--- src/design/pebPkg.sv ---
/* Shared sizes, beat and memory-port structs and the weight-capture states
   of the processing-element block, used by the RTL and its testbench */
`default_nettype none

package pebPkg;

    // ======================================================================
    // Sizes
    // ======================================================================
    localparam int DATA_WIDTH    = 8;
    localparam int CHANNEL_DEPTH = 4;
    localparam int LEN_PSUM      = 4;
    localparam int PSUM_WIDTH    = 20;
    localparam int NUM_PEC       = 3;
    localparam int NUM_BANK      = 2;
    localparam int ADDR_WIDTH    = $clog2(LEN_PSUM);
    localparam int COL_WIDTH     = 2;

    // ======================================================================
    // Types
    // ======================================================================
    // One signed lane, so element selects keep their sign
    typedef logic signed [DATA_WIDTH-1:0] lane_t;

    typedef lane_t [CHANNEL_DEPTH-1:0] act_t;
    typedef lane_t [CHANNEL_DEPTH-1:0] weiVec_t;

    typedef logic signed [PSUM_WIDTH-1:0] psum_t;

    typedef struct packed {
        logic                     frtRow;
        logic                     lstRow;
        logic                     lstBlk;
        logic [CHANNEL_DEPTH-1:0] flg;
        act_t                     act;
    } actBeat_t;

    typedef struct packed {
        logic                  en;
        logic [ADDR_WIDTH-1:0] addr;
        psum_t                 dat;
    } ramWr_t;

    typedef struct packed {
        logic                  en;
        logic [ADDR_WIDTH-1:0] addr;
    } ramRd_t;

    typedef struct packed {
        logic                  en;
        logic [COL_WIDTH-1:0]  col;
        logic [ADDR_WIDTH-1:0] addr;
    } poolReq_t;

    typedef enum logic [1:0] {
        WEI_IDLE,
        WEI_ACK,
        WEI_HOLD
    } weiState_e;

endpackage

`default_nettype wire

--- src/design/psumRam.sv ---
/* Partial-sum memory, one write port and one read port with registered data */
`timescale 1ns/1ps
`default_nettype none

module psumRam (
    input  wire logic           clk,
    input  wire pebPkg::ramWr_t wr,
    input  wire pebPkg::ramRd_t rd,
    output pebPkg::psum_t       rdDat
);

    // ======================================================================
    // Storage
    // ======================================================================
    pebPkg::psum_t mem [pebPkg::LEN_PSUM];

    always_ff @(posedge clk) begin
        if (wr.en) begin
            mem[wr.addr] <= wr.dat;
        end
    end

    // Read returns the old word on a same-address collision
    always_ff @(posedge clk) begin
        if (rd.en) begin
            rdDat <= mem[rd.addr];
        end
    end

endmodule

`default_nettype wire

--- src/design/peColumn.sv ---
/* One processing-element column: captures a weight vector, passes activation
   beats on through one register and accumulates masked dot products in memory */
`timescale 1ns/1ps
`default_nettype none

module peColumn (
    input  wire logic             clk,
    input  wire logic             rst_n,
    input  wire logic             weiRdy,
    output logic                  weiGet,
    input  wire pebPkg::weiVec_t  wei,
    input  wire logic             lstRdyAct,
    output logic                  lstGetAct,
    input  wire pebPkg::actBeat_t lstAct,
    output logic                  nxtRdyAct,
    input  wire logic             nxtGetAct,
    output pebPkg::actBeat_t      nxtAct,
    output pebPkg::ramWr_t        ramWr,
    output pebPkg::ramRd_t        ramRd,
    input  wire pebPkg::psum_t    ramDat,
    output logic                  frmDone
);

    // ======================================================================
    // Weight capture
    // ======================================================================
    pebPkg::weiState_e weiState;
    pebPkg::weiVec_t   weiReg;

    always_ff @(posedge clk or negedge rst_n) begin
        if (!rst_n) begin
            weiState <= pebPkg::WEI_IDLE;
        end else begin
            case (weiState)
                pebPkg::WEI_IDLE: if (weiRdy) weiState <= pebPkg::WEI_ACK;
                pebPkg::WEI_ACK:  weiState <= pebPkg::WEI_HOLD;
                pebPkg::WEI_HOLD: if (!weiRdy) weiState <= pebPkg::WEI_IDLE;
                default:          weiState <= pebPkg::WEI_IDLE;
            endcase
        end
    end

    always_ff @(posedge clk) begin
        if (weiState == pebPkg::WEI_IDLE && weiRdy) begin
            weiReg <= wei;
        end
    end

    // Single-cycle acknowledge
    assign weiGet = (weiState == pebPkg::WEI_ACK);

    // ======================================================================
    // Activation pass-through
    // ======================================================================
    logic                  outValid;
    pebPkg::actBeat_t      outBeat;
    logic                  accept;
    logic [pebPkg::ADDR_WIDTH-1:0] rdAddr;

    // Take a beat when the output slot is free or drains this cycle
    assign lstGetAct = lstRdyAct && (!outValid || nxtGetAct);
    assign accept    = lstGetAct;

    always_ff @(posedge clk or negedge rst_n) begin
        if (!rst_n) begin
            outValid <= 1'b0;
        end else if (accept) begin
            outValid <= 1'b1;
        end else if (nxtGetAct) begin
            outValid <= 1'b0;
        end
    end

    always_ff @(posedge clk) begin
        if (accept) begin
            outBeat <= lstAct;
        end
    end

    assign nxtRdyAct = outValid;
    assign nxtAct    = outBeat;

    // Row position of the next accepted beat
    always_ff @(posedge clk or negedge rst_n) begin
        if (!rst_n) begin
            rdAddr <= '0;
        end else if (accept) begin
            if (rdAddr == pebPkg::ADDR_WIDTH'(pebPkg::LEN_PSUM - 1)) begin
                rdAddr <= '0;
            end else begin
                rdAddr <= rdAddr + 1'b1;
            end
        end
    end

    // ======================================================================
    // Multiply-accumulate
    // ======================================================================
    pebPkg::psum_t dotSum;
    logic          pipeEn;
    logic          pipeFrt;
    logic          pipeLast;
    logic [pebPkg::ADDR_WIDTH-1:0] pipeAddr;
    pebPkg::psum_t pipeProd;
    logic          wrEn;
    logic          wrLast;
    logic [pebPkg::ADDR_WIDTH-1:0] wrAddr;
    pebPkg::psum_t wrDat;

    // Lanes with a clear flag contribute nothing
    always_comb begin
        dotSum = '0;
        for (int i = 0; i < pebPkg::CHANNEL_DEPTH; i++) begin
            if (lstAct.flg[i]) begin
                dotSum = dotSum + pebPkg::psum_t'(lstAct.act[i])
                                * pebPkg::psum_t'(weiReg[i]);
            end
        end
    end

    assign ramRd = '{en: accept, addr: rdAddr};

    always_ff @(posedge clk or negedge rst_n) begin
        if (!rst_n) begin
            pipeEn  <= 1'b0;
            wrEn    <= 1'b0;
            frmDone <= 1'b0;
        end else begin
            pipeEn  <= accept;
            wrEn    <= pipeEn;
            frmDone <= wrEn && wrLast;
        end
    end

    // Stage 1 holds the product while the old sum is read
    always_ff @(posedge clk) begin
        if (accept) begin
            pipeProd <= dotSum;
            pipeAddr <= rdAddr;
            pipeFrt  <= lstAct.frtRow;
            pipeLast <= lstAct.lstRow && lstAct.lstBlk
                        && (rdAddr == pebPkg::ADDR_WIDTH'(pebPkg::LEN_PSUM - 1));
        end
    end

    // Stage 2 registers the new sum for the write port
    always_ff @(posedge clk) begin
        if (pipeEn) begin
            wrAddr <= pipeAddr;
            wrDat  <= (pipeFrt ? pebPkg::psum_t'(0) : ramDat) + pipeProd;
            wrLast <= pipeLast;
        end
    end

    assign ramWr = '{en: wrEn, addr: wrAddr, dat: wrDat};

endmodule

`default_nettype wire

--- src/design/peBlock.sv ---
/* Processing-element block: three chained columns, each with a ping-pong pair
   of partial-sum memories, and a read port for the pooling stage */
`timescale 1ns/1ps
`default_nettype none

module peBlock (
    input  wire logic                        clk,
    input  wire logic                        rst_n,
    input  wire logic [pebPkg::NUM_PEC-1:0]  weiRdy,
    output logic      [pebPkg::NUM_PEC-1:0]  weiGet,
    input  wire pebPkg::weiVec_t             wei,
    input  wire logic                        lstRdyAct,
    output logic                             lstGetAct,
    input  wire pebPkg::actBeat_t            lstAct,
    output logic                             nxtRdyAct,
    input  wire logic                        nxtGetAct,
    output pebPkg::actBeat_t                 nxtAct,
    input  wire pebPkg::poolReq_t            poolReq,
    output pebPkg::psum_t                    poolDat,
    output logic                             frmDone
);

    // ======================================================================
    // Signals
    // ======================================================================
    // Beat chain, index c feeds column c and index NUM_PEC leaves the block
    logic             rdy  [pebPkg::NUM_PEC+1];
    logic             get  [pebPkg::NUM_PEC+1];
    pebPkg::actBeat_t beat [pebPkg::NUM_PEC+1];

    pebPkg::ramWr_t   colWr   [pebPkg::NUM_PEC];
    pebPkg::ramRd_t   colRd   [pebPkg::NUM_PEC];
    pebPkg::psum_t    colDat  [pebPkg::NUM_PEC];
    logic             colDone [pebPkg::NUM_PEC];

    pebPkg::ramWr_t   memWr  [pebPkg::NUM_PEC][pebPkg::NUM_BANK];
    pebPkg::ramRd_t   memRd  [pebPkg::NUM_PEC][pebPkg::NUM_BANK];
    pebPkg::psum_t    memDat [pebPkg::NUM_PEC][pebPkg::NUM_BANK];

    logic                         bankSel;
    logic [pebPkg::COL_WIDTH-1:0] poolColQ;
    logic                         poolBankQ;

    // ======================================================================
    // Chain ends
    // ======================================================================
    assign rdy[0]                = lstRdyAct;
    assign beat[0]               = lstAct;
    assign lstGetAct             = get[0];
    assign nxtRdyAct             = rdy[pebPkg::NUM_PEC];
    assign nxtAct                = beat[pebPkg::NUM_PEC];
    assign get[pebPkg::NUM_PEC]  = nxtGetAct;

    // ======================================================================
    // Ping-pong bank flag
    // ======================================================================
    // The last column closes the frame for the whole block
    always_ff @(posedge clk or negedge rst_n) begin
        if (!rst_n) begin
            bankSel <= 1'b0;
        end else if (colDone[pebPkg::NUM_PEC-1]) begin
            bankSel <= ~bankSel;
        end
    end

    assign frmDone = colDone[pebPkg::NUM_PEC-1];

    // ======================================================================
    // Memory routing
    // ======================================================================
    always_comb begin
        for (int c = 0; c < pebPkg::NUM_PEC; c++) begin
            for (int b = 0; b < pebPkg::NUM_BANK; b++) begin
                if (bankSel == 1'(b)) begin
                    // Active bank belongs to the column
                    memWr[c][b] = colWr[c];
                    memRd[c][b] = colRd[c];
                end else begin
                    // Idle bank serves the pooling stage
                    memWr[c][b]      = '0;
                    memRd[c][b].en   = poolReq.en
                                       && (poolReq.col == pebPkg::COL_WIDTH'(c));
                    memRd[c][b].addr = poolReq.addr;
                end
            end
            colDat[c] = bankSel ? memDat[c][1] : memDat[c][0];
        end
    end

    // Remember where the pool read went
    always_ff @(posedge clk) begin
        if (poolReq.en) begin
            poolColQ  <= poolReq.col;
            poolBankQ <= ~bankSel;
        end
    end

    always_comb begin
        if (poolColQ < pebPkg::COL_WIDTH'(pebPkg::NUM_PEC)) begin
            poolDat = memDat[poolColQ][poolBankQ];
        end else begin
            poolDat = '0;
        end
    end

    // ======================================================================
    // Columns and memories
    // ======================================================================
    for (genvar c = 0; c < pebPkg::NUM_PEC; c++) begin : gCol
        peColumn col_i (
            .clk       (clk),
            .rst_n     (rst_n),
            .weiRdy    (weiRdy[c]),
            .weiGet    (weiGet[c]),
            .wei       (wei),
            .lstRdyAct (rdy[c]),
            .lstGetAct (get[c]),
            .lstAct    (beat[c]),
            .nxtRdyAct (rdy[c+1]),
            .nxtGetAct (get[c+1]),
            .nxtAct    (beat[c+1]),
            .ramWr     (colWr[c]),
            .ramRd     (colRd[c]),
            .ramDat    (colDat[c]),
            .frmDone   (colDone[c])
        );

        for (genvar b = 0; b < pebPkg::NUM_BANK; b++) begin : gBank
            psumRam ram_i (
                .clk   (clk),
                .wr    (memWr[c][b]),
                .rd    (memRd[c][b]),
                .rdDat (memDat[c][b])
            );
        end
    end

endmodule

`default_nettype wire

--- config.mk ---
export PLATFORM = sky130hd
export DESIGN_NAME = peBlock
export DESIGN_NICKNAME = d
export VERILOG_FILES = /design/src/design/pebPkg.sv /design/src/design/psumRam.sv /design/src/design/peColumn.sv /design/src/design/peBlock.sv
export SDC_FILE = /design/constraint.sdc
export NUM_CORES = 2
export LEC_CHECK = 0
export BUFFER_PORTS_ARGS = -buffer_cell sky130_fd_sc_hd__buf_2
export CAP_MARGIN = 40
export CELL_PAD_IN_SITES_DETAIL_PLACEMENT = 1
export CELL_PAD_IN_SITES_GLOBAL_PLACEMENT = 1
export CORE_MARGIN = 5
export CORE_UTILIZATION = 45
export DETAILED_ROUTE_END_ITERATION = 16
export PLACE_DENSITY = 0.74
export SETUP_SLACK_MARGIN = 0.1
export SLEW_MARGIN = 20
export SYNTH_ARGS = -nofsm -noshare
export SYNTH_HDL_FRONTEND = slang
export SYNTH_SLANG_ARGS = --single-unit
--- constraint.sdc ---
create_clock -name clk -period 16.4 [get_ports clk]
set_input_delay 3.28 -clock clk [delete_from_list [all_inputs] [get_ports clk]]
set_output_delay 3.28 -clock clk [all_outputs]
set_load 0.02 [all_outputs]
After elaboration in Yosys (flattened, before gate mapping)
Memories as Yosys holds them, arrays and structs flattened. A register that Yosys moved wholly into a read port is not among the register bits.
Index checks and enable logic that the tools add are counted.
{"block": "op_classes", "n_reduce_logical": 28, "n_bitwise": 3, "n_eq_ne": 17, "muxes": 67, "order_cmp": 3, "n_addsub": 15, "mul": 12}
{"cell": "$mux W20", "n": 22}
{"cell": "$add A20 B20 Y20", "n": 12}
{"cell": "$mul A8 B8 Y16", "n": 12}
{"cell": "$mux W23", "n": 6}
{"cell": "$bmux W40 S2", "n": 1}
{"cell": "$mux W40", "n": 2}
{"cell": "$mux W1", "n": 18}
{"cell": "$mux W2", "n": 9}
{"cell": "$mux W3", "n": 6}
{"cell": "$pmux W2 S3", "n": 3}
{"cell": "$eq A2 B2 Y1 const B", "n": 7}
{"cell": "$logic_and A1 B1 Y1", "n": 12}
{"cell": "$ne A2 B2 Y1 const B", "n": 6}
{"cell": "$eq A2 B1 Y1 const B", "n": 4}
{"cell": "$logic_not A2 Y1", "n": 4}
{"cell": "$add A2 B1 Y2 const B", "n": 3}
{"cell": "$reduce_and A2 Y1", "n": 3}
{"cell": "$reduce_bool A2 Y1", "n": 3}
{"cell": "$ge A3 B3 Y1 const B", "n": 1}
{"cell": "$logic_not A1 Y1", "n": 3}
{"cell": "$logic_or A1 B1 Y1", "n": 3}
{"cell": "$not A2 Y3", "n": 1}
{"cell": "$ge A2 B2 Y1 const B", "n": 1}
{"cell": "$lt A2 B2 Y1 const B", "n": 1}
{"cell": "other kinds (2)", "n": 2}
{"block": "word_totals", "mem_bits_rw": 480, "register_bits": 373, "inputBits": 83, "word_cells": 220, "n_memories": 6, "out_inout_bits": 65}
{"memory": "gCol[0].gBank[0].ram_i.mem", "words": 4, "width": 20, "read_ports": 1, "rd_ports_with_merged_regs": 1, "write_ports": 1, "line": "psumRam.sv:15", "source": "pebPkg::psum_t mem [pebPkg::LEN_PSUM];"}
{"memory": "gCol[0].gBank[1].ram_i.mem", "words": 4, "width": 20, "read_ports": 1, "rd_ports_with_merged_regs": 1, "write_ports": 1, "line": "psumRam.sv:15"}
{"memory": "gCol[1].gBank[0].ram_i.mem", "words": 4, "width": 20, "read_ports": 1, "rd_ports_with_merged_regs": 1, "write_ports": 1, "line": "psumRam.sv:15"}
{"memory": "gCol[1].gBank[1].ram_i.mem", "words": 4, "width": 20, "read_ports": 1, "rd_ports_with_merged_regs": 1, "write_ports": 1, "line": "psumRam.sv:15"}
{"memory": "gCol[2].gBank[0].ram_i.mem", "words": 4, "width": 20, "read_ports": 1, "rd_ports_with_merged_regs": 1, "write_ports": 1, "line": "psumRam.sv:15"}
{"memory": "gCol[2].gBank[1].ram_i.mem", "words": 4, "width": 20, "read_ports": 1, "rd_ports_with_merged_regs": 1, "write_ports": 1, "line": "psumRam.sv:15"}

Logic depth before layout (Yosys ltp)
{"block": "depth", "word_depth": 8, "mapped_depth": 42, "depth_no_buf": 42}

Modules after synthesis
Synthesis repeated with hierarchy kept, for this count alone.
{"block": "hier_totals", "hier_cells": 6483, "area_unflattened_um2": 78148.7}
{"mod": "psumRam", "seq_area_each_um2": 3002.9, "area_per_inst_um2": 3517.1, "instances": 6, "cells_each": 128}
{"mod": "peColumn (gCol[0].col_i)", "seq_area_each_um2": 3713.6, "area_per_inst_um2": 18113.6, "instances": 1, "cells_each": 1809}
{"mod": "peColumn (gCol[2].col_i)", "seq_area_each_um2": 3713.6, "area_per_inst_um2": 17893.4, "instances": 1, "cells_each": 1760}
{"mod": "peColumn (gCol[1].col_i)", "seq_area_each_um2": 3713.6, "area_per_inst_um2": 17873.4, "instances": 1, "cells_each": 1763}
{"mod": "peBlock", "seq_area_each_um2": 115.1, "area_per_inst_um2": 3165.5, "instances": 1, "cells_each": 383}

Worst setup path before layout
OpenSTA, ideal clock, no wires.
{"block": "synth_path", "path_type": "input port to flip-flop", "from": "input port lstAct[5] in the netlist's numbering", "to": "register gCol[0].col_i.pipeProd[19] (data pin)", "path_slack_ps": 5317, "path_buffers": 0, "arrival_time_ps": 10814, "setup_ps": 269, "required_time_ps": 16131, "path_stages": 37, "path_cell_list": "and2_1 -> fa_1 -> inv_1 -> fa_1 -> inv_1 -> fa_1 -> inv_1 -> fa_1 -> inv_1 -> ha_1 -> a21oi_1 -> o21bai_1 -> a21oi_1 -> xnor2_1 -> and2_1 -> ha_1 -> a211oi_1 -> inv_1 -> o311ai_1 -> nand2b_1 -> a21oi_1 -> xnor2_1 -> mux2_2 -> ha_1 -> and3_1 -> nand2_1 -> a21oi_1 -> a2111oi_0 -> o31ai_1 -> xor2_1 -> mux2_2 -> ha_1 -> nand4_1 -> o2111ai_1 -> xor2_1 -> nand2_1 -> xor3_1"}
{"block": "synth_via", "elab_chain_cells": 8}
{"element": "start, declared", "line": "peBlock.sv:14", "source": "input wire pebPkg::actBeat_t lstAct,"}
{"element": "$mul A8 B8 Y16 *", "line": "peColumn.sv:116", "source": "* pebPkg::psum_t'(weiReg[i]);"}
{"element": "$mux W20 *", "line": "peColumn.sv:114", "source": "if (lstAct.flg[i]) begin"}
{"element": "$add A20 B20 Y20", "line": "peColumn.sv:115", "source": "dotSum = dotSum + pebPkg::psum_t'(lstAct.act[i])"}
{"element": "$mux W20 *", "line": "peColumn.sv:114"}
{"element": "$add A20 B20 Y20", "line": "peColumn.sv:115"}
{"element": "$mux W20 *", "line": "peColumn.sv:114"}
{"element": "$add A20 B20 Y20", "line": "peColumn.sv:115"}
{"element": "$mux W20 *", "line": "peColumn.sv:114"}
{"element": "named net gCol[0].col_i.dotSum[19]", "line": "peColumn.sv:99", "source": "pebPkg::psum_t dotSum;"}
{"element": "end signal, assigned", "line": "peColumn.sv:138", "source": "pipeProd <= dotSum;"}
{"element": "end, declared", "line": "peColumn.sv:104", "source": "pebPkg::psum_t pipeProd;"}
Mark *: on every way through the listed nets, which the timed path passes. The rest lies on a longest branch.
A chain may end at the register's enable or synchronous reset.

Worst setup path after layout
Ends and elaborated chain as after synthesis.

==> impl_metrics.xml <==
<?xml version="1.0" encoding="UTF-8"?>
<metrics>
  <group name="synthesis">
    <metric name="synth_seq_cells" unit="">973</metric>
    <metric name="fraction_of_registers_with_async_set_reset" unit="">0.02364</metric>
    <metric name="ys.warnings.count" unit="">0</metric>
    <metric name="ys.flop_type" unit="">sky130_fd_sc_hd__edfxtp_1</metric>
    <metric name="netlist-cell-type-count" unit="">86</metric>
    <metric name="synth.cell_area" unit="sq mm">0.07612</metric>
    <metric name="postSynthAreaPerCell" unit="sq um">11.66</metric>
    <metric name="seq_area_frac_synth" unit="">0.3823</metric>
    <metric name="synth_nets" unit="">7851</metric>
    <metric name="number_of_synthesized_flops_with_an_enable_pin" unit="">950</metric>
    <metric name="synthesized_instance_count" unit="">6526</metric>
  </group>
  <group name="global_route">
    <metric name="grt_max_degree" unit="">126</metric>
    <metric name="grt-ovfl-total" unit="">0</metric>
    <metric name="first_global_vias" unit="">54770</metric>
    <metric name="grt_pass1_wl" unit="mm">330.1</metric>
    <metric name="grt_util_all_layers" unit="">0.2406</metric>
    <metric name="antenna_violations_before_repair" unit="">13</metric>
  </group>
  <group name="timing">
    <metric name="slew_headroom" unit="">0.3802</metric>
    <metric name="final_min_period_over_clock_period" unit="">0.6947</metric>
    <metric name="period_needed" unit="ns">11.39</metric>
    <metric name="max_slew.worst_pin.slew" unit="ns">0.9298</metric>
    <metric name="finalSetupViolCount" unit="">0</metric>
    <metric name="setup_tns" unit="ns">0</metric>
    <metric name="slew_violations" unit="">0</metric>
    <metric name="report.final.hold_viol_count" unit="">0</metric>
    <metric name="rsz0062_at_grt" unit="">false</metric>
    <metric name="clock-skew-final" unit="ns">0.09834</metric>
    <metric name="timing.fmax" unit="GHz">0.08778</metric>
    <metric name="fin_ws" unit="ns">5.007</metric>
  </group>
  <group name="floorplan">
    <metric name="io_pins" unit="">148</metric>
    <metric name="die_h" unit="um">421.3</metric>
    <metric name="placeableCoreArea" unit="sq mm">0.1687</metric>
    <metric name="dieArea" unit="sq mm">0.1775</metric>
    <metric name="floorplan.initialDensity" unit="">0.4512</metric>
    <metric name="die_x" unit="um">421.3</metric>
    <metric name="placement_rows" unit="">151</metric>
  </group>
  <group name="setup_path">
    <metric name="timing.critical_path.mode_cell" unit="">sky130_fd_sc_hd__inv_1</metric>
    <metric name="timing.critical_path.arrival" unit="ns">11.89</metric>
    <metric name="worst-path-max-fanout" unit="">9</metric>
    <metric name="cp_slowest_cell" unit="">sky130_fd_sc_hd__a2111oi_0</metric>
    <metric name="worstSetupStartpointType" unit="">primary input</metric>
    <metric name="critPathKind" unit="">in -&gt; reg</metric>
    <metric name="critPathMaxStageDelay" unit="ns">0.55</metric>
    <metric name="worstSetupEndpointType" unit="">register</metric>
    <metric name="data_required_time_of_the_worst_path" unit="ns">16.90</metric>
  </group>
  <group name="detailed_routing">
    <metric name="detail_route.wirelength.met1" unit="mm">86.89</metric>
    <metric name="met3RoutedLength" unit="mm">10.63</metric>
    <metric name="drc_violation_count_after_routing" unit="">0</metric>
    <metric name="highest_layer_used_for_signal_routing" unit="">met5</metric>
    <metric name="drt-pass1-iter-count" unit="">5</metric>
    <metric name="antenna_left" unit="">0</metric>
    <metric name="route.vias.total" unit="">49860</metric>
    <metric name="wl" unit="mm">212.1</metric>
    <metric name="avgViaCountPerCell" unit="">5.537</metric>
    <metric name="drt_first_iter_violations" unit="">3230</metric>
    <metric name="detail_route.wl_per_cell" unit="um">23.55</metric>
    <metric name="wl_met2" unit="mm">106.0</metric>
  </group>
  <group name="clock_tree">
    <metric name="htree_levels" unit="">3</metric>
    <metric name="clockBufferDepth" unit="">3</metric>
    <metric name="ctsHoldBuffers" unit="">0</metric>
    <metric name="postCtsSetupRepairBufs" unit="">0</metric>
    <metric name="number_of_cts_inserted_buffers" unit="">107</metric>
    <metric name="clock_sinks" unit="">973</metric>
    <metric name="worst_setup_hold_path_clk_slew" unit="ns">0.06</metric>
    <metric name="clk_latency" unit="ns">0.79</metric>
    <metric name="cts_tree" unit="">built</metric>
    <metric name="ctsResizeCount" unit="">0</metric>
    <metric name="clock_tree.root_cell" unit="">sky130_fd_sc_hd__clkbuf_16</metric>
  </group>
  <group name="worst_hold_path">
    <metric name="worst_hold_path_type" unit="">reg -&gt; reg</metric>
  </group>
  <group name="place">
    <metric name="gp_congestion" unit="">0.8739</metric>
    <metric name="post-place-ws" unit="ns">4.215</metric>
    <metric name="dp.final_hpwl" unit="mm">166.7</metric>
    <metric name="count_of_buffers_inserted_at_the_top_level_ports" unit="">147</metric>
  </group>
  <group name="final_layout">
    <metric name="final.fill_count" unit="">17700</metric>
    <metric name="area_growth" unit="%">9.614</metric>
    <metric name="final_layout_size_suffix_gt1_frac" unit="">0.09492</metric>
    <metric name="finish.utilization" unit="">0.4946</metric>
    <metric name="finish.net_count" unit="">8023</metric>
  </group>
  <group name="flow_run">
    <metric name="max_cap_violations" unit="">0</metric>
  </group>
  <group name="outcome">
    <metric name="status" unit="">completed</metric>
  </group>
</metrics>
==> through the flow <==
step	hold WS [ns]	area, sq um	instances
after floorplan	0.4003	76120	6526
final	0.4269	83440	9005
after CTS	0.4269	83370	9000
after detailed placement	0.4062	79830	8804
after global placement	0.4032	79530	8789
after global routing	0.4402	83440	9003
==> flip-flops by register name, indices dropped and copies added, names as in the netlist <==
name                    cells
gCol.gBank.ram_i.rdDat    120
gCol.col_i.wrLast           1
gCol.col_i.rdAddr           6
gCol.col_i.frmDone          1
gCol.col_i.nxtRdyAct        3
gCol.col_i.weiState         6
gCol.col_i.wrEn             3
gCol.col_i.pipeFrt          1
gCol.col_i.nxtAct         116
gCol.col_i.wrDat           60
poolBankQ                   1
gCol.col_i.weiReg          96
poolColQ                    2
gCol.col_i.wrAddr           6
bankSel                     1
gCol.col_i.pipeLast         1
gCol.col_i.pipeEn           3
gCol.gBank.ram_i.mem      480
gCol.col_i.pipeProd        60
gCol.col_i.pipeAddr         6
==> layout make-up <==
class	count	area [sq um]	area share
Tap cell	2218	2775	0.03326
Antenna cell	2	5.005	0.00005998
Sequential cell	973	29110	0.3488
Clock inverter	60	710.7	0.008517
Multi-Input combinational cell	4390	42710	0.5118
Inverter	1007	3784	0.04534
Clock buffer	136	2836	0.03399
Timing Repair Buffer	219	1516	0.01817
==> cell usage in the layout, fill, tap and decap left out, types with 10 or more instances in the layout <==
cell type and n:
sky130_fd_sc_hd__a211oi_1 51, sky130_fd_sc_hd__a21boi_1 10, sky130_fd_sc_hd__a21o_1 89, sky130_fd_sc_hd__a21oi_1 231, sky130_fd_sc_hd__a221oi_1 21, sky130_fd_sc_hd__a31oi_1 18
sky130_fd_sc_hd__and2_1 548, sky130_fd_sc_hd__and3_1 24, sky130_fd_sc_hd__buf_2 147, sky130_fd_sc_hd__buf_4 56, sky130_fd_sc_hd__clkbuf_1 24, sky130_fd_sc_hd__clkbuf_16 107
sky130_fd_sc_hd__clkinv_1 13, sky130_fd_sc_hd__clkinv_2 19, sky130_fd_sc_hd__dfrtp_1 22, sky130_fd_sc_hd__edfxtp_1 950, sky130_fd_sc_hd__fa_1 672, sky130_fd_sc_hd__ha_1 570
sky130_fd_sc_hd__inv_1 1003, sky130_fd_sc_hd__mux2_2 82, sky130_fd_sc_hd__mux2i_1 75, sky130_fd_sc_hd__mux4_2 120, sky130_fd_sc_hd__nand2_1 343, sky130_fd_sc_hd__nand2b_1 124
sky130_fd_sc_hd__nand3_1 34, sky130_fd_sc_hd__nand4_1 13, sky130_fd_sc_hd__nor2_1 309, sky130_fd_sc_hd__nor2b_1 110, sky130_fd_sc_hd__nor3_1 57, sky130_fd_sc_hd__o21a_1 61
sky130_fd_sc_hd__o21ai_0 92, sky130_fd_sc_hd__o21ai_1 66, sky130_fd_sc_hd__o21bai_1 64, sky130_fd_sc_hd__o221ai_1 22, sky130_fd_sc_hd__o31ai_1 10, sky130_fd_sc_hd__o41ai_1 11
sky130_fd_sc_hd__or2_2 14, sky130_fd_sc_hd__or3_1 19, sky130_fd_sc_hd__xnor2_1 294, sky130_fd_sc_hd__xor2_1 81
==> synthesized netlist by cell type, types with 19 or more instances <==
cell type,n,area share
sky130_fd_sc_hd__mux2_2,82,0.012
sky130_fd_sc_hd__nand3_1,34,0.0022
sky130_fd_sc_hd__o21ai_1,66,0.0043
sky130_fd_sc_hd__dfrtp_1,23,0.0076
sky130_fd_sc_hd__xnor2_1,294,0.034
sky130_fd_sc_hd__mux4_2,120,0.036
sky130_fd_sc_hd__clkbuf_1,75,0.0037
sky130_fd_sc_hd__o221ai_1,22,0.0025
sky130_fd_sc_hd__buf_1,38,0.0019
sky130_fd_sc_hd__o21bai_1,64,0.0063
sky130_fd_sc_hd__buf_4,42,0.0041
sky130_fd_sc_hd__mux2i_1,84,0.011
sky130_fd_sc_hd__nor3_1,63,0.0041
sky130_fd_sc_hd__or3_1,19,0.0016
sky130_fd_sc_hd__o21ai_0,95,0.0062
sky130_fd_sc_hd__fa_1,672,0.18
sky130_fd_sc_hd__a21oi_1,237,0.016
sky130_fd_sc_hd__nand2_1,343,0.017
sky130_fd_sc_hd__nor2b_1,110,0.0090
sky130_fd_sc_hd__a21o_1,89,0.0088
sky130_fd_sc_hd__xor2_1,81,0.0093
sky130_fd_sc_hd__and2_1,548,0.045
sky130_fd_sc_hd__a211oi_1,51,0.0050
sky130_fd_sc_hd__nand2b_1,124,0.010
sky130_fd_sc_hd__inv_1,1006,0.050
sky130_fd_sc_hd__ha_1,570,0.094
sky130_fd_sc_hd__nor2_1,309,0.015
sky130_fd_sc_hd__and3_1,24,0.0020
sky130_fd_sc_hd__a221oi_1,21,0.0024
sky130_fd_sc_hd__o21a_1,61,0.0060
sky130_fd_sc_hd__edfxtp_1,950,0.37
==> final timing paths <==
path / from / end / slack (ns) / cells after the start
worst min register to register: gCol[2].col_i.pipeLast / gCol[2].col_i.wrLast / 0.43 / 0
worst min-delay path: gCol[2].col_i.pipeLast / gCol[2].col_i.wrLast / 0.43 / 0
worst max-delay path: lstAct[5] / gCol[0].col_i.pipeProd[19] / 5.01 / 36
max in group asynchronous: rst_n / gCol[1].col_i.weiState[0] / 13.56 / 2
min in group asynchronous: rst_n / gCol[2].col_i.wrEn / 2.36 / 1
worst max register to register: gCol[0].col_i.nxtAct[4] / gCol[1].col_i.pipeProd[19] / 6.97 / 37
==> worst max-delay path, delay by kind of cell <==
kind,cells,cell delay [ns]
XOR/XNOR,5,0.74
AO/OA/AOI/OAI,11,2.79
multiplexers,1,0.29
adder cells (fa/ha/maj),8,3.37
buffers and inverters,6,0.45
AND/OR/NAND/NOR,5,0.94
==> cells by family (layout without fill, tap and decap cells) <==
group / Yosys count / count (layout) / share of synthesized area
xor gates and xnor gates: 378 / 378 / 0.04412
muxes: 286 / 286 / 0.05868
other: 0 / 2 / 0
buffers and inverters: 1163 / 1422 / 0.05943
adders and majority gates: 1242 / 1242 / 0.2704
AOI/OAI and AO/OA: 843 / 843 / 0.07240
and+or+nand+nor: 1641 / 1641 / 0.1126
DFF: 973 / 973 / 0.3823
==> per-layer routing <==
metal | up-vias | track usage
li1 | 22420 | -
met2 | 1250 | 0.4190
met4 | 2 | 0.08780
met5 | - | 0
met1 | 25900 | 0.3097
met3 | 294 | 0.02987
Power is not shown: default switching activity piles up to over one toggle a cycle in this logic, so the estimate is an artifact.
